===== src/hdl/lsu_defs.svh =====
`ifndef LSU_DEFS_SVH
`define LSU_DEFS_SVH

// Bus widths
`define LSU_ADDR_W 32
`define LSU_DATA_W 32

// Direct-mapped cache, 16 sets of 4 words
`define DCACHE_INDEX_W 4
`define DCACHE_OFFSET_W 2
`define DCACHE_TAG_W (`LSU_ADDR_W - `DCACHE_INDEX_W - `DCACHE_OFFSET_W - 2)

// Word address bits decoded by main memory
`define MEM_ADDR_W 10

// Cycles from accepted request to done pulse, at least 2
`define MEM_LAT 3

`endif


===== src/hdl/lsu_pkg.sv =====
`include "lsu_defs.svh"

package lsu_pkg;

    typedef struct packed {
        logic [`DCACHE_TAG_W-1:0]    tag;
        logic [`DCACHE_INDEX_W-1:0]  index;
        logic [`DCACHE_OFFSET_W-1:0] word_off;
        logic [1:0]                  byte_off;
    } lsu_addr_fields_t;

    // Same word seen raw by the uncache path, split by the cache
    typedef union packed {
        logic [`LSU_ADDR_W-1:0] raw;
        lsu_addr_fields_t       f;
    } lsu_addr_u;

    typedef struct packed {
        lsu_addr_u                addr;
        logic [`LSU_DATA_W-1:0]   wdata;
        logic [`LSU_DATA_W/8-1:0] wstrb;
        logic                     uncached;
    } cpu_req_t;

    // Mode 1 checks the tag, every other mode drops the line
    typedef struct packed {
        logic [1:0] mode;
        lsu_addr_u  addr;
    } cacop_req_t;

    typedef struct packed {
        logic [`LSU_ADDR_W-3:0]   addr;
        logic [`LSU_DATA_W-1:0]   wdata;
        logic [`LSU_DATA_W/8-1:0] wstrb;
        logic                     we;
    } mem_req_t;

endpackage


===== src/hdl/uncache_channel.sv =====
`timescale 1ns/1ps
`include "lsu_defs.svh"

module uncache_channel (
    input  logic                   clk,
    input  logic                   rst,
    input  logic                   valid,
    input  lsu_pkg::cpu_req_t      req,
    output logic                   accept,
    output logic                   data_ok,
    output logic [`LSU_DATA_W-1:0] rdata,
    output logic                   mem_valid,
    output lsu_pkg::mem_req_t      mem_req,
    input  logic                   mem_done,
    input  logic [`LSU_DATA_W-1:0] mem_rdata
);

    logic              busy;
    lsu_pkg::cpu_req_t req_r;

    // One access in flight at a time
    assign accept = valid & ~busy;

    always_ff @(posedge clk) begin
        if (rst) begin
            busy    <= 1'b0;
            data_ok <= 1'b0;
        end else begin
            data_ok <= busy & mem_done;
            if (accept) begin
                busy <= 1'b1;
            end else if (mem_done) begin
                busy <= 1'b0;
            end
        end
    end

    always_ff @(posedge clk) begin
        if (accept) req_r <= req;
        if (busy && mem_done) rdata <= mem_rdata;
    end

    assign mem_valid     = busy;
    assign mem_req.addr  = req_r.addr.raw[`LSU_ADDR_W-1:2];
    assign mem_req.wdata = req_r.wdata;
    assign mem_req.wstrb = req_r.wstrb;
    assign mem_req.we    = |req_r.wstrb;

endmodule


===== config.mk =====
export PLATFORM = sky130hd
export DESIGN_NAME = uncache_channel
export DESIGN_NICKNAME = d
export VERILOG_FILES = /design/src/hdl/lsu_pkg.sv /design/src/hdl/uncache_channel.sv
export VERILOG_INCLUDE_DIRS = /design/src /design/src/hdl
export SDC_FILE = /design/constraint.sdc
export NUM_CORES = 1
export LEC_CHECK = 0
export BUFFER_PORTS_ARGS = -buffer_cell sky130_fd_sc_hd__clkbuf_2
export CORE_ASPECT_RATIO = 0.5
export CORE_UTILIZATION = 44
export CTS_CLUSTER_SIZE = 8
export DETAILED_ROUTE_END_ITERATION = 12
export GPL_TIMING_DRIVEN = 1
export PLACE_DENSITY = 0.94
export SLEW_MARGIN = 10
export SYNTH_ARGS = -nofsm -noshare
export SYNTH_HDL_FRONTEND = slang
export SYNTH_SLANG_ARGS = --single-unit

===== constraint.sdc =====
create_clock -name clk -period 7.4 [get_ports clk]
set_input_delay 1.48 -clock clk [delete_from_list [all_inputs] [get_ports clk]]
set_output_delay 1.48 -clock clk [all_outputs]
set_load 0.02 [all_outputs]

==> reports/results.txt <==
Crit share post-route -> 45.57%
Starting Density -> 47.67%
Chip Width -> 119.1 um
Detailed Routing Iterations Pass 1 -> 4
Hold Crit Depth -> 2
First-pass GRT wire length -> 9508 um
Max Fclk -> 0.2966 GHz
Max_slew headroom -> 46.13%
Final HPWL DP -> 5145 um
Drt drc -> 0
Power share of the combinational group -> 8.5%
Cell row count -> 20
Die area -> 7214 um^2
Most common cell after layout, fill and taps aside -> clkbuf_2
Via density -> 4.455
Switching share of power -> 20.42%
Library cells used by synthesis -> 7
WP buf/inv -> 2
Worst Hold Class -> flip-flop to flip-flop
# IOs -> 207
Reg2reg start -> mem_valid
Fill cells -> 416
Slowest stage delay, CP -> 0.17 ns
GRT met1 Usage -> 20.35%
Kind of critical path -> primary input to output pin
GR Layer Usage met3 -> 6.767%
Run status -> completed
Number of H-tree levels -> 3
Resized Gates After CTS -> 0
CP dominant cell by count -> clkbuf_2
Pin count of the biggest net entering global routing -> 67
Clock transition at path regs -> 0.06 ns
Cts bufs inserted -> 9
Mapped Cells -> 106
Netlist Area Pre-Place -> 3018 um^2
Reg2reg setup slack -> 5.84 ns
Clock power share -> 37.9%
Pwr dens -> 279.0 nW/um^2
Endpoint type of the worst setup path -> output pin
Crit path DAT -> 1.89 ns
GR Util met2 -> 35.38%
Gpl congestion -> 0.7619
Fin. max-slew vios -> 0
DRT Wirelength -> 6699 um
Initial antenna violation count -> 0
Clk Latency, worst-skew pair -> 0.32 ns
Maximum VDD drop -> 0.2120 mV
Switching power total -> 0.2547 mW
GRT overflow -> 0
Non-Filler Instances -> 415
Clock tree buffer depth -> 2
WP data required -> 5.92 ns
Hold_sp -> mem_valid
Die Y -> 60.56 um
Setup Skew -> 0.005614 ns
Final Total Pwr -> 1.247 mW
TritonCTS clock tree -> done
Max-Cap Viols -> 0
Worst Max-Slew Pin Slew -> 0.8081 ns
CP max FO -> 2
Antenna Cells -> 0
Final nets -> 427
Inst Count DP -> 399
Hold-critical path endpoint -> mem_valid
Layout Area Growth over Synthesis -> 48.18%
Post-route core utilization -> 70.63%
Initial DRC count -> 80
Fin. Hold Viols -> 0
Total negative slack -> 0 ns
Final setup fails -> 0
Drt wl/cell -> 16.14 um
CP delay by family, top -> buffers and inverters
ANT nets after route -> 0
Internal power -> 0.9928 mW
Syn Nets -> 211
CTS Root Cell -> clkbuf_16
Core area -> 6331 um^2
Seq pwr share -> 53.5%
Vias post-DR -> 1,849
Post-CTS setup buffers -> 0
CTS sink cnt -> 100
RR Endpoint -> mem_req[31]
Yosys Warn Count -> 0
Share of cells above drive strength 1 -> 66.67%
Vias in the first global route -> 1,925
RSZ-0062 raised after global routing -> false
WP depth -> 3
Pleak -> 1.961 nW
Synthesized area per cell -> 28.47 um^2
CP Launch Type -> primary input
Flops & latches, synth -> 100
Cts hold-fix bufs -> 0
Worst path slowest cell -> clkbuf_2
Gr busiest metal -> met2
Hold WS -> 0.6016 ns
Commonest non-fill, non-tap cells in the layout -> 203 x clkbuf_2, 98 x edfxtp_1, 9 x clkbuf_16
Global router's overall resource usage -> 18.55%
Seq/Total Area, Yosys -> 98.84%
Reg2Reg Depth -> 2
PortBufs -> 203
Final Critical Period -> 3.372 ns
Cell Chain, Critical Path -> clkbuf_2 > nor2b_4 > clkbuf_2
-- synth_stat cells --
cell type	count	area, um^2
nor3_1	1	5.000
and2_1	1	6.260
or4_1	1	7.510
nor2_1	1	3.750
edfxtp_1	98	2943
dfxtp_1	2	40.04
nor2b_1	2	12.51
-- how the worst max path moves through the flow --
stage / start / to / slack [ns]
floorplan: valid / accept / 1.29
global placement: valid / accept / 4.01
detailed placement: valid / accept / 4.01
CTS: valid / accept / 4.01
global route: valid / accept / 4.00
finish: valid / accept / 4.03
-- power by group through the flow --
stage / Sequential (mW) / Combinational, mW / Clock (mW)
final: 0.667 / 0.107 / 0.473
after global routing: 0.670 / 0.113 / 0.505
after CTS: 0.668 / 0.108 / 0.484
after detailed placement: 0.680 / 0.108 / 0
after global placement: 0.678 / 0.104 / 0
after floorplan: 0.718 / 0.0116 / 0
-- metal layers --
metal  wire length [um]  up-vias
met5                  0        -
met4                 19        0
met3                395        2
met2               3870       68
met1               2414      919
li1                   -      860
-- final cells by class --
class	count	area (um^2)	share of cell area, %
Sequential cell	100	2983	66.70
Clock buffer	13	240.2	5.372
Clock inverter	3	65.06	1.455
Timing Repair Buffer	205	1031	23.06
Tap cell	88	110.1	2.462
Multi-Input combinational cell	6	42.54	0.9513
-- kinds of logic after synthesis --
logic type,count (synthesis),share of synthesized area (%)
flops,100,98.84
simple gates,6,1.161
-- registers in the layout, indices dropped and copies added (netlist names) --
| signal | cells |
|---|---|
| mem_req | 66 |
| rdata | 32 |
| data_ok | 1 |
| mem_valid | 1 |
-- tightest hold or removal path: cells and delay by family (launching register included) --
kind	cells	cell delay, ns
flip-flops	1	0.37
AND/OR/NAND/NOR	2	0.18
-- metrics by stage --
stage          area [um^2]  setup WS [ns]
6_report              4472          4.028
5_1_grt               4472          4.003
4_1_cts               4472          4.013
3_5_place_dp          4167          4.015
3_3_place_gp          4167          4.007
2_1_floorplan         3018          1.289
(Power assumes the default switching activity.)
