==> config.mk <==
export PLATFORM = sky130hd
export DESIGN_NAME = dcache
export DESIGN_NICKNAME = d
export VERILOG_FILES = /design/src/hdl/lsu_pkg.sv /design/src/hdl/dcache.sv
export VERILOG_INCLUDE_DIRS = /design/src /design/src/hdl
export SDC_FILE = /design/constraint.sdc
export NUM_CORES = 2
export LEC_CHECK = 0
export ABC_CLOCK_PERIOD_IN_PS = 5900
export BUFFER_PORTS_ARGS = -buffer_cell sky130_fd_sc_hd__buf_2
export CORE_UTILIZATION = 30
export CTS_BUF_LIST = sky130_fd_sc_hd__clkbuf_16
export DETAILED_ROUTE_END_ITERATION = 8
export GPL_ROUTABILITY_DRIVEN = 0
export PLACE_DENSITY = 0.44
export SYNTH_ARGS = -nofsm -noshare
export SYNTH_HDL_FRONTEND = slang
export SYNTH_SLANG_ARGS = --single-unit
==> constraint.sdc <==
create_clock -name clk -period 5.9 [get_ports clk]
set_input_delay 0.295 -clock clk [delete_from_list [all_inputs] [get_ports clk]]
set_output_delay 0.295 -clock clk [all_outputs]
set_load 0.02 [all_outputs]
==> src/hdl/lsu_defs.svh <==
`ifndef LSU_DEFS_SVH
`define LSU_DEFS_SVH

// Bus widths
`define LSU_ADDR_W 32
`define LSU_DATA_W 32

// Direct-mapped cache, 16 sets of 4 words
`define DCACHE_INDEX_W 4
`define DCACHE_OFFSET_W 2
`define DCACHE_TAG_W (`LSU_ADDR_W - `DCACHE_INDEX_W - `DCACHE_OFFSET_W - 2)

// Word address bits decoded by main memory
`define MEM_ADDR_W 10

// Cycles from accepted request to done pulse, at least 2
`define MEM_LAT 3

`endif

==> src/hdl/lsu_pkg.sv <==
`include "lsu_defs.svh"

package lsu_pkg;

    typedef struct packed {
        logic [`DCACHE_TAG_W-1:0]    tag;
        logic [`DCACHE_INDEX_W-1:0]  index;
        logic [`DCACHE_OFFSET_W-1:0] word_off;
        logic [1:0]                  byte_off;
    } lsu_addr_fields_t;

    // Same word seen raw by the uncache path, split by the cache
    typedef union packed {
        logic [`LSU_ADDR_W-1:0] raw;
        lsu_addr_fields_t       f;
    } lsu_addr_u;

    typedef struct packed {
        lsu_addr_u                addr;
        logic [`LSU_DATA_W-1:0]   wdata;
        logic [`LSU_DATA_W/8-1:0] wstrb;
        logic                     uncached;
    } cpu_req_t;

    // Mode 1 checks the tag, every other mode drops the line
    typedef struct packed {
        logic [1:0] mode;
        lsu_addr_u  addr;
    } cacop_req_t;

    typedef struct packed {
        logic [`LSU_ADDR_W-3:0]   addr;
        logic [`LSU_DATA_W-1:0]   wdata;
        logic [`LSU_DATA_W/8-1:0] wstrb;
        logic                     we;
    } mem_req_t;

endpackage

==> src/hdl/dcache.sv <==
`timescale 1ns/1ps
`include "lsu_defs.svh"

module dcache (
    input  logic                   clk,
    input  logic                   rst,
    input  logic                   valid,
    input  lsu_pkg::cpu_req_t      req,
    output logic [`LSU_DATA_W-1:0] rdata,
    output logic                   ready,
    input  logic                   cacop,
    input  lsu_pkg::cacop_req_t    cacop_req,
    output logic                   mem_valid,
    output lsu_pkg::mem_req_t      mem_req,
    input  logic                   mem_done,
    input  logic [`LSU_DATA_W-1:0] mem_rdata
);

    localparam int SETS  = 1 << `DCACHE_INDEX_W;
    localparam int WORDS = SETS << `DCACHE_OFFSET_W;

    typedef enum logic [2:0] {st_idle, st_lookup, st_refill, st_write, st_inv} state_t;

    state_t                       state;
    lsu_pkg::cpu_req_t            req_r;
    lsu_pkg::cacop_req_t          cop_r;
    logic [`DCACHE_OFFSET_W-1:0]  rcnt;
    logic [SETS-1:0]              line_valid;
    logic [`DCACHE_TAG_W-1:0]     tag_mem [SETS];
    logic [`LSU_DATA_W-1:0]       data_mem [WORDS];
    logic [`DCACHE_INDEX_W-1:0]   idx;
    logic [`DCACHE_INDEX_W-1:0]   cop_idx;
    logic                         hit;
    logic                         is_store;
    logic                         inv_line;

    assign idx      = req_r.addr.f.index;
    assign cop_idx  = cop_r.addr.f.index;
    assign hit      = line_valid[idx] & (tag_mem[idx] == req_r.addr.f.tag);
    assign is_store = |req_r.wstrb;
    assign inv_line = (cop_r.mode != 2'd1) | (tag_mem[cop_idx] == cop_r.addr.f.tag);

    always_ff @(posedge clk) begin
        if (rst) begin
            state      <= st_idle;
            line_valid <= '0;
            rcnt       <= '0;
        end else begin
            case (state)
                st_idle: begin
                    if (cacop) state <= st_inv;
                    else if (valid) state <= st_lookup;
                end
                st_lookup: begin
                    if (is_store) begin
                        state <= st_write;
                    end else if (!hit) begin
                        rcnt  <= '0;
                        state <= st_refill;
                    end else begin
                        state <= st_idle;
                    end
                end
                st_refill: begin
                    if (mem_done) begin
                        rcnt <= rcnt + 1'b1;
                        // Last word in, look up again to answer
                        if (&rcnt) begin
                            line_valid[idx] <= 1'b1;
                            state           <= st_lookup;
                        end
                    end
                end
                st_write: begin
                    if (mem_done) state <= st_idle;
                end
                st_inv: begin
                    if (inv_line) line_valid[cop_idx] <= 1'b0;
                    state <= st_idle;
                end
                default: state <= st_idle;
            endcase
        end
    end

    always_ff @(posedge clk) begin
        if (state == st_idle && !cacop && valid) req_r <= req;
        if (state == st_idle && cacop) cop_r <= cacop_req;
        // Store hit merges bytes, a miss leaves the line alone
        if (state == st_lookup && is_store && hit) begin
            for (int b = 0; b < `LSU_DATA_W / 8; b++) begin
                if (req_r.wstrb[b]) begin
                    data_mem[{idx, req_r.addr.f.word_off}][8*b +: 8] <= req_r.wdata[8*b +: 8];
                end
            end
        end
        if (state == st_refill && mem_done) begin
            data_mem[{idx, rcnt}] <= mem_rdata;
            if (&rcnt) tag_mem[idx] <= req_r.addr.f.tag;
        end
    end

    assign rdata = data_mem[{idx, req_r.addr.f.word_off}];
    assign ready = (state == st_lookup && !is_store && hit)
                 | (state == st_write && mem_done)
                 | (state == st_inv);

    assign mem_valid     = (state == st_refill) | (state == st_write);
    assign mem_req.addr  = (state == st_write) ? req_r.addr.raw[`LSU_ADDR_W-1:2]
                                               : {req_r.addr.f.tag, idx, rcnt};
    assign mem_req.wdata = req_r.wdata;
    assign mem_req.wstrb = (state == st_write) ? req_r.wstrb : '0;
    assign mem_req.we    = state == st_write;

endmodule

==> results.cfg <==
[status]
status = completed

[cts]
clock_latency_ps = 910
cts_max_path_buffers = 4
htreeDepth = 5
cts_made_buffers = 296
post-cts-setup-buffers = 0
clock-sinks = 2559
cts-root-buf = clkbuf_16
cts_tree = yes
clkTransAtPathRegs_ps = 60

[global_routing]
grt_pass1_wl_um = 420000
gr-total-overflow = 0
grt_pass1_vias = 53200
antenna_found_initial = 17
grt_max_degree = 80
grtUsageTotal_pct = 17.2

[logic_synthesis]
synth_edf_count = 2528
synth-seq-cells = 2559
postSynthNetCount = 4756
yosysMostFrequentCell = edfxtp_1
synthTopCellsByArea = edfxtp_1 (73%), mux4_2 (18%), mux2i_1 (1.3%), nor3_1 (0.93%), clkbuf_1 (0.74%)
yosys.area.top_type_share_pct = 73.5
yosys_warnings = 0
synthFlopType = edfxtp_1
ys_top_cells_by_count = edfxtp_1 (2528), mux4_2 (822), clkbuf_1 (204)
synthCells = 4615
postSynthAreaPerCell_sq_um = 22.4
async_flop_share_pct = 0
yosys.area.top_type = edfxtp_1
synth_cell_types = 65
yosysSeqAreaShare_pct = 74.1
synth_area_sq_mm = 0.103

[worst_setup_path]
required_ps = 5610
reg2reg_slack_ps = 590
r2r-end = data_mem[40][18]
cp.arrival_ps = 5260
end_kind = output port
crit_fanout = 39
setup.worst_path.end = rdata[18]
rr_worst_depth = 12
path_class = reg -> out
worst_setup_path_start_kind = register

[final_layout]
design_area_sq_mm = 0.123
fin_nets = 5535
multi_input_area_sq_mm = 0.0251
regArea_sq_mm = 0.0766
syn2layout_area_growth_pct = 19.5
drive_above_1_share_pct = 38.5
num-fill-cells = 31600

[power_and_ir_drop]
power_density_mw_per_mm2 = 355
total_leakage_power_nw = 39.3
ir_drop_v = 0.000211

[floorplanning]
coreArea_sq_mm = 0.343
start_util_pct = 30.1
die_h_um = 589
die_area_sq_mm = 0.347
io_pins = 241
die_x_um = 589
row_count = 215

[job]
max-cap-violations = 0

[timing]
tightestPinTransition_ps = 1230
fin_crit_ps = 5550
slew_headroom_pct = 17.8
fmax_ghz = 0.180
tns_ps = 0
hold_viol = 0
finalSetupViolCount = 0
fin_skew_ps = 62.5
maxSlewViolCount = 0
fin_crit_sh_pct = 94.1
rsz0062_at_grt = no

[routing]
drcViolationCount = 0
vias = 50600
drtPass1Iterations = 5
post_drt_wl_per_cell_um = 29.5
ant_nets = 0
wl_um = 300000
viasPerCell = 4.96
drt_iter0_drc = 4511

[hold_path]
worstHoldPathType = in -> reg

[placed_design]
hpwlAfterDp_um = 186000
portBuffers = 233
dpl_cell_area_sq_mm = 0.113
-- how the worst min path moves through the flow --
stage / to / slack, ps / depth (start not counted) / start
floorplan: cop_idx[0] / 390 / 0 / cacop_req[4]
global placement: req_r[51] / 470 / 1 / req[51]
detailed placement: mem_req[19] / 470 / 1 / req[19]
CTS: mem_req[15] / 3 / 2 / req[15]
global route: mem_req[15] / 40 / 2 / req[15]
finish: cop_r[33] / 100 / 2 / cacop_req[33]
-- power by group --
group          internal [mW]  switching (mW)  total [mW]
Clock                   10.9            7.55        18.5
Sequential              20.2           0.257        20.5
Combinational           1.99            2.86        4.85
Total                   33.1            10.7        43.8
-- cell usage in the layout (no fill, tap or decap), types with 10 or more instances in the layout --
master            n
edfxtp_1       2528
mux4_2          822
buf_4           482
clkbuf_16       309
buf_2           233
nor3_1          191
mux2i_1         133
dlygate4sd3_1   102
nor3_2           62
mux2_2           60
inv_1            59
clkinv_2         56
clkinv_1         55
nor2_1           48
xnor2_1          42
nand2_1          41
xor2_1           32
bufinv_16        32
buf_12           25
o21ai_0          24
a211oi_1         22
dfxtp_1          21
nor2b_1          16
a21oi_1          16
nor2_4           16
a22oi_1          13
clkinvlp_4       10
-- critical path, stage by stage, from the launching register on --
cell and delay (ps):
dfxtp_4 770, buf_4 430, buf_4 580, buf_4 860, mux4_2 660, mux2_2 310, nand2_1 70, o21ai_0 270
buf_2 280
-- cell type report --
cell class,instances,share of cell area (%)
sequential,2559,62.0
multi-input combinational,1687,20.3
clock buffer,309,6.26
timing repair buffer,843,5.12
tap,4557,4.62
clock inverter,230,1.62
inverter,7,0.0243
antenna,5,0.0101
-- routing by layer --
layer / vias to the layer above / global-route usage [%] / part of all wire, %
met5: - / 0 / 0.0030
li1: 21300 / - / -
met2: 1479 / 28.5 / 49
met3: 421 / 3.05 / 5.4
met4: 2 / 4.44 / 2.7
met1: 27400 / 23.2 / 43
-- through the flow --
stage          hold WS [ps]  std cells  utilization [%]  setup slack (ps)  power [mW]
2_1_floorplan           394       4615                -              1410        23.7
3_3_place_gp            471       9550             32.9               653        25.8
3_5_place_dp            473       9551             32.9               659        25.8
4_1_cts                2.51      10200             36.0              60.9        44.4
5_1_grt                44.1      10200             36.0              4.93        45.2
6_report                105      10200             36.0               349        43.8
-- state kept, by name (all words and copies together), names as in the netlist, named ones only --
name / flops
data_mem: 2048
tag_mem: 384
mem_req: 32
req_r: 30
cop_r: 26
line_valid: 16
cop_idx: 4
idx: 4
state: 3
rcnt: 2
-- cells by family (layout without fill, tap and decap cells) --
logic type      Yosys count  after routing  synth area share [%]
compound gates          132            132                 0.936
simple gates            460            460                  2.55
other cells               0              5                     0
flops                  2559           2559                  74.1
xor+xnor                 74             74                 0.627
mux                    1020           1020                  20.0
fa+ha+maj                 1              1                0.0121
buf+inv                 369           1389                  1.81
-- what timing repair did --
| action | 4_1_cts | 5_1_grt |
|---|---|---|
| setup endpoints to repair | 0 | 0 |
| resized for setup | 0 | 0 |
| hold buffers | 102 | 0 |
| endpoints found under the hold margin | 128 | 0 |
Note: power is estimated with default switching activity, not from simulation.
