==> config.mk <==
export PLATFORM = sky130hd
export DESIGN_NAME = lsu
export DESIGN_NICKNAME = d
export VERILOG_FILES = /design/src/hdl/lsu_pkg.sv /design/src/hdl/lsu.sv
export VERILOG_INCLUDE_DIRS = /design/src /design/src/hdl
export SDC_FILE = /design/constraint.sdc
export NUM_CORES = 1
export LEC_CHECK = 0
export ABC_CLOCK_PERIOD_IN_PS = 5400
export CORE_AREA = 2 2 148 150
export DETAILED_ROUTE_END_ITERATION = 10
export DIE_AREA = 0 0 150 152
export DONT_BUFFER_PORTS = 1
export GPL_TIMING_DRIVEN = 0
export SYNTH_ARGS = -nofsm -noshare
export SYNTH_HDL_FRONTEND = slang
export SYNTH_SLANG_ARGS = --single-unit
==> constraint.sdc <==
create_clock -name clk -period 5.4 [get_ports clk]
set_clock_uncertainty 0.15 [all_clocks]
set_input_delay 0.81 -clock clk [delete_from_list [all_inputs] [get_ports clk]]
set_output_delay 0.81 -clock clk [all_outputs]
set_load 0.02 [all_outputs]
==> src/hdl/lsu_defs.svh <==
`ifndef LSU_DEFS_SVH
`define LSU_DEFS_SVH

// Bus widths
`define LSU_ADDR_W 32
`define LSU_DATA_W 32

// Direct-mapped cache, 16 sets of 4 words
`define DCACHE_INDEX_W 4
`define DCACHE_OFFSET_W 2
`define DCACHE_TAG_W (`LSU_ADDR_W - `DCACHE_INDEX_W - `DCACHE_OFFSET_W - 2)

// Word address bits decoded by main memory
`define MEM_ADDR_W 10

// Cycles from accepted request to done pulse, at least 2
`define MEM_LAT 3

`endif

==> src/hdl/lsu_pkg.sv <==
`include "lsu_defs.svh"

package lsu_pkg;

    typedef struct packed {
        logic [`DCACHE_TAG_W-1:0]    tag;
        logic [`DCACHE_INDEX_W-1:0]  index;
        logic [`DCACHE_OFFSET_W-1:0] word_off;
        logic [1:0]                  byte_off;
    } lsu_addr_fields_t;

    // Same word seen raw by the uncache path, split by the cache
    typedef union packed {
        logic [`LSU_ADDR_W-1:0] raw;
        lsu_addr_fields_t       f;
    } lsu_addr_u;

    typedef struct packed {
        lsu_addr_u                addr;
        logic [`LSU_DATA_W-1:0]   wdata;
        logic [`LSU_DATA_W/8-1:0] wstrb;
        logic                     uncached;
    } cpu_req_t;

    // Mode 1 checks the tag, every other mode drops the line
    typedef struct packed {
        logic [1:0] mode;
        lsu_addr_u  addr;
    } cacop_req_t;

    typedef struct packed {
        logic [`LSU_ADDR_W-3:0]   addr;
        logic [`LSU_DATA_W-1:0]   wdata;
        logic [`LSU_DATA_W/8-1:0] wstrb;
        logic                     we;
    } mem_req_t;

endpackage

==> src/hdl/lsu.sv <==
`timescale 1ns/1ps
`include "lsu_defs.svh"

module lsu (
    input  logic                   clk,
    input  logic                   rst,

    input  logic                   cpu_valid,
    input  lsu_pkg::cpu_req_t      cpu_req,
    output logic                   cpu_ready,
    output logic [`LSU_DATA_W-1:0] cpu_rdata,
    output logic                   cpu_data_valid,

    input  logic                   cpu_flush,
    input  logic                   cpu_store_commit,

    input  logic                   cpu_cacop,
    input  lsu_pkg::cacop_req_t    cacop_req,

    output logic                   dcache_valid,
    output lsu_pkg::cpu_req_t      dcache_req,
    input  logic [`LSU_DATA_W-1:0] dcache_rdata,
    input  logic                   dcache_ready,

    output logic                   dcache_cacop,
    output lsu_pkg::cacop_req_t    dcache_cacop_req,

    output logic                   unc_valid,
    output lsu_pkg::cpu_req_t      unc_req,
    input  logic                   unc_accept,
    input  logic                   unc_data_ok,
    input  logic [`LSU_DATA_W-1:0] unc_rdata
);

    typedef enum logic [2:0] {
        st_idle,
        st_refill_wait,
        st_store_commit_wait,
        st_store_send,
        st_store_wait,
        st_unc_send,
        st_unc_wait,
        st_cacop_wait
    } state_t;

    state_t              state;
    state_t              next_state;
    lsu_pkg::cpu_req_t   p1_req;
    lsu_pkg::cacop_req_t p1_cacop;
    logic                accept;
    logic                cop_accept;
    logic                cpu_store;
    logic                p1_store;

    assign cpu_ready  = state == st_idle;
    assign accept     = cpu_valid & cpu_ready;
    // A memory request wins if both arrive together
    assign cop_accept = cpu_cacop & cpu_ready & ~cpu_valid;
    assign cpu_store  = |cpu_req.wstrb;
    assign p1_store   = |p1_req.wstrb;

    always_ff @(posedge clk) begin
        if (rst) begin
            state <= st_idle;
        end else begin
            state <= next_state;
        end
    end

    always_comb begin
        next_state = state;
        case (state)
            st_idle: begin
                if (accept) begin
                    if (cpu_store) begin
                        next_state = st_store_commit_wait;
                    end else if (cpu_req.uncached) begin
                        next_state = st_unc_send;
                    end else begin
                        next_state = st_refill_wait;
                    end
                end else if (cop_accept) begin
                    next_state = st_cacop_wait;
                end
            end
            st_refill_wait: begin
                if (dcache_ready) next_state = st_idle;
            end
            st_store_commit_wait: begin
                if (cpu_store_commit) begin
                    next_state = p1_req.uncached ? st_unc_send : st_store_send;
                end else if (cpu_flush) begin
                    next_state = st_idle;
                end
            end
            st_store_send: begin
                next_state = dcache_ready ? st_idle : st_store_wait;
            end
            st_store_wait: begin
                if (dcache_ready) next_state = st_idle;
            end
            st_unc_send: begin
                if (unc_accept) next_state = st_unc_wait;
            end
            st_unc_wait: begin
                if (unc_data_ok) next_state = st_idle;
            end
            st_cacop_wait: begin
                if (dcache_ready) next_state = st_idle;
            end
            default: next_state = st_idle;
        endcase
    end

    // Request stage
    always_ff @(posedge clk) begin
        if (accept) begin
            p1_req <= cpu_req;
        end
        if (cop_accept) begin
            p1_cacop <= cacop_req;
        end
    end

    // Cached loads bypass the stage so a hit answers next cycle
    always_comb begin
        dcache_valid = 1'b0;
        case (state)
            st_idle:        dcache_valid = accept & ~cpu_store & ~cpu_req.uncached;
            st_refill_wait: dcache_valid = ~dcache_ready;
            st_store_send:  dcache_valid = 1'b1;
            st_store_wait:  dcache_valid = ~dcache_ready;
            default:        dcache_valid = 1'b0;
        endcase
    end

    assign dcache_req       = (state == st_idle) ? cpu_req : p1_req;
    assign dcache_cacop     = state == st_cacop_wait;
    assign dcache_cacop_req = p1_cacop;

    assign unc_valid = state == st_unc_send;
    assign unc_req   = p1_req;

    always_comb begin
        cpu_data_valid = 1'b0;
        cpu_rdata      = dcache_rdata;
        case (state)
            st_refill_wait: begin
                cpu_data_valid = dcache_ready;
            end
            st_unc_wait: begin
                // Stores finish silently
                cpu_data_valid = unc_data_ok & ~p1_store;
                cpu_rdata      = unc_rdata;
            end
            default: begin
                cpu_data_valid = 1'b0;
            end
        endcase
    end

endmodule

==> out/qor.csv <==
stage,metric,value,unit
routing,firstDrtPassIters,4,
timing,fmax,305,MHz
logic_synthesis,synth_mux_area_share,26.1,%
clock_network,clock_sinks,106,
global_routing,antenna_found_initial,3,
clock_network,clockBufferDepth,2,
setup_path,cp_slowest_cell,nor3_4,
routing,vias,2708,
logic_synthesis,synth_area_leader_cell,edfxtp_1,
power,cellPowerDensity,648,nW/um2
global_routing,grt_pass1_vias,2784,
place,io_buffers,0,
routing,route.met3.wl,1470,um
logic_synthesis,synth-compound-area-share,2.14,%
routing,m1WireLength,4300,um
global_routing,grt_max_degree,70,
logic_synthesis,synth_edf_count,103,
logic_synthesis,synth.distinct_cells,40,
routing,wl_met2,7940,um
logic_synthesis,synth_top_family_by_area,multiplexers,
finish,drive_above_1_share,44.6,%
timing,finalHoldViolCount,0,
clock_network,cts_setup_buffers,0,
setup_path,cp-end-kind,output port,
finish,area_growth,13.1,%
timing,finalSetupTns,0,ns
timing,setup_viol,0,
worst_hold_path,worst_hold_path_type,in -> reg,
logic_synthesis,synthSimpleGateAreaFrac,3.89,%
clock_network,hold_buffers,0,
clock_network,path_clk_slew,0.08,ns
clock_network,cts_tree,built,
logic_synthesis,syn_area,4860,um2
setup_path,cp-start-kind,flip-flop,
logic_synthesis,syn_inst,272,
setup_path,arrival,2.32,ns
clock_network,cts_made_buffers,9,
clock_network,htree_levels,3,
clock_network,clockRootBuffer,clkbuf_16,
clock_network,ctsResizeCount,0,
routing,drc,0,
routing,wire_per_inst,24.9,um
floorplan,dieArea,22800,um2
place,placedCellCount,552,
logic_synthesis,syn_nets,448,
logic_synthesis,ys_seq_elements,106,
routing,wl,14200,um
logic_synthesis,synth_xor_area_share,0,%
logic_synthesis,yosys-top-cells-area,"edfxtp_1 64%, mux2_2 15%, mux2_4 9.0%, buf_6 1.9%, mux2_1 1.4%",
timing,rsz0062_at_grt,no,
routing,viasPerCell,4.75,
finish,final_cells,570,
timing,fin_crit_sh,60.7,%
timing,relSlewSlack,39.7,%
power,power_leakage,1.88,nW
power,vdd_drop_max,0.000274,V
floorplan,rows,54,
routing,top_layer,met4,
logic_synthesis,synthArstFlopShare,0,%
place,gp_congestion,0.767,
finish,nFillCells,2203,
setup_path,path_class,reg -> out,
finish,final_nets,459,
floorplan,ioPinCount,385,
floorplan,die_x,150,um
place,dp_hpwl,11500,um
timing,drv_slew,0,
timing,worst_pin_slew,0.904,ns
global_routing,grt_usage,11.7,%
floorplan,start_util,22.8,%
routing,ant_nets,0,
setup_path,crit_chain,buf_4 -> nor3_4 -> buf_4 -> mux2_1,
setup_path,required,4.44,ns
timing,fin_crit,3.28,ns
logic_synthesis,synth_top_area_share,63.7,%
global_routing,grt_pass1_wl,19000,um
routing,drt_iter0_drc,125,
global_routing,overflow,0,
setup_path,rr_worst_depth,4,
floorplan,design.core.area,21400,um2
logic_synthesis,ys_seq_area_share,64.9,%
run_status,status,completed,
worst_hold_path,hold_depth,0,
setup_path,path_max_fanout,10,
logic_synthesis,synth_adder_area_share,0,%
job,drv_cap,0,
setup_path,cp_slowest_stage_delay,0.65,ns
setup_path,path_common_cell,buf_4,
logic_synthesis,yosysWarnings,0,
floorplan,die_h,152,um
logic_synthesis,syn_avg_cell_area,17.9,um2
logic_synthesis,synth_top_flop_cell,edfxtp_1,
clock_network,clk_latency,0.34,ns
[final cells by class]
class / instances / area [um2] / area share, %
diodes: 3 / 7.51 / 0.137
clock inverters: 6 / 48.8 / 0.888
plain buffers: 15 / 135 / 2.46
multi-input cells: 148 / 1560 / 28.4
inverters: 3 / 11.3 / 0.205
well taps: 280 / 350 / 6.38
clock buffers: 9 / 225 / 4.10
flip-flops and latches: 106 / 3150 / 57.4
[Yosys cell counts (2+ instances only)]
master      n
buf_4       4
mux2_4     29
mux2_2     66
nor3_1      5
inv_1       2
dfxtp_1     3
edfxtp_1  103
and3b_1     2
mux2_1      6
mux2i_1     2
nor3b_1     2
o21ai_0     3
buf_6       8
nor2_1      2
buf_2       3
and3_1      2
nor4_1      3
nor2b_1     3
nand2_1     3
[kinds of logic (layout without fill, tap and decap cells)]
family / Yosys count / after routing
other: 0 / 3
muxes: 103 / 103
DFF: 106 / 106
buffers and inverters: 18 / 33
and+or+nand+nor: 30 / 30
AOI/OAI and AO/OA: 15 / 15
[report_power, final]
| group | switching [mW] | internal (mW) |
|---|---|---|
| Combinational | 0.939 | 0.523 |
| Sequential | 0.319 | 1.16 |
| Clock | 0.302 | 0.317 |
[worst paths after layout]
| check | from | to | slack [ns] |
|---|---|---|---|
| setup reg to reg | state[1] | unc_req[1] | 2.59 |
| setup / recovery | state[1] | dcache_req[2] | 2.12 |
| hold / removal | cacop_req[3] | dcache_cacop_req[3] | 0.41 |
| hold reg to reg | state[2] | state[2] | 0.50 |
[per-layer routing]
layer  up-vias  GRT usage, %
li1       1095             -
met2       275          22.2
met5         -             0
met4         0          5.30
met1      1312          11.0
met3        26          3.93
[worst max-delay path, delay by kind of cell, from the launching register on]
family        cells  cell delay [ns]
buf+inv           2             0.52
flops             1             0.34
mux               1             0.46
simple gates      1             0.65
[sequential cells by signal, summed over array words and instances, names as in the netlist]
register / count
dcache_cacop_req: 34
state: 3
unc_req: 69
[layout by cell type (no fill, tap or decap), types with 2 or more instances in the layout]
cell type	n
clkbuf_16	9
nor4_1	3
buf_6	8
nor3b_1	2
o21ai_0	3
mux2_1	6
nor2_1	2
mux2_2	66
diode_2	3
nor2b_1	3
dfxtp_1	3
inv_1	2
inv_6	3
mux2i_1	2
nor3_1	5
buf_2	3
and3_1	2
buf_4	4
mux2_4	29
edfxtp_1	103
nand2_1	3
[stage by stage]
step           cell area [um2]  utilization [%]  total power [mW]  setup WS, ns  hold slack (ns)
3_5_place_dp              5210             24.4              2.98          2.09            0.483
6_report                  5490             25.7              3.56          2.12            0.406
2_1_floorplan             4860                -              2.73          2.07            0.435
5_1_grt                   5490             25.7              3.73          1.93            0.377
4_1_cts                   5490             25.7              3.62          1.99            0.385
3_3_place_gp              5210             24.4              2.98         0.932            0.465
Note: power is estimated with default switching activity, not from simulation.
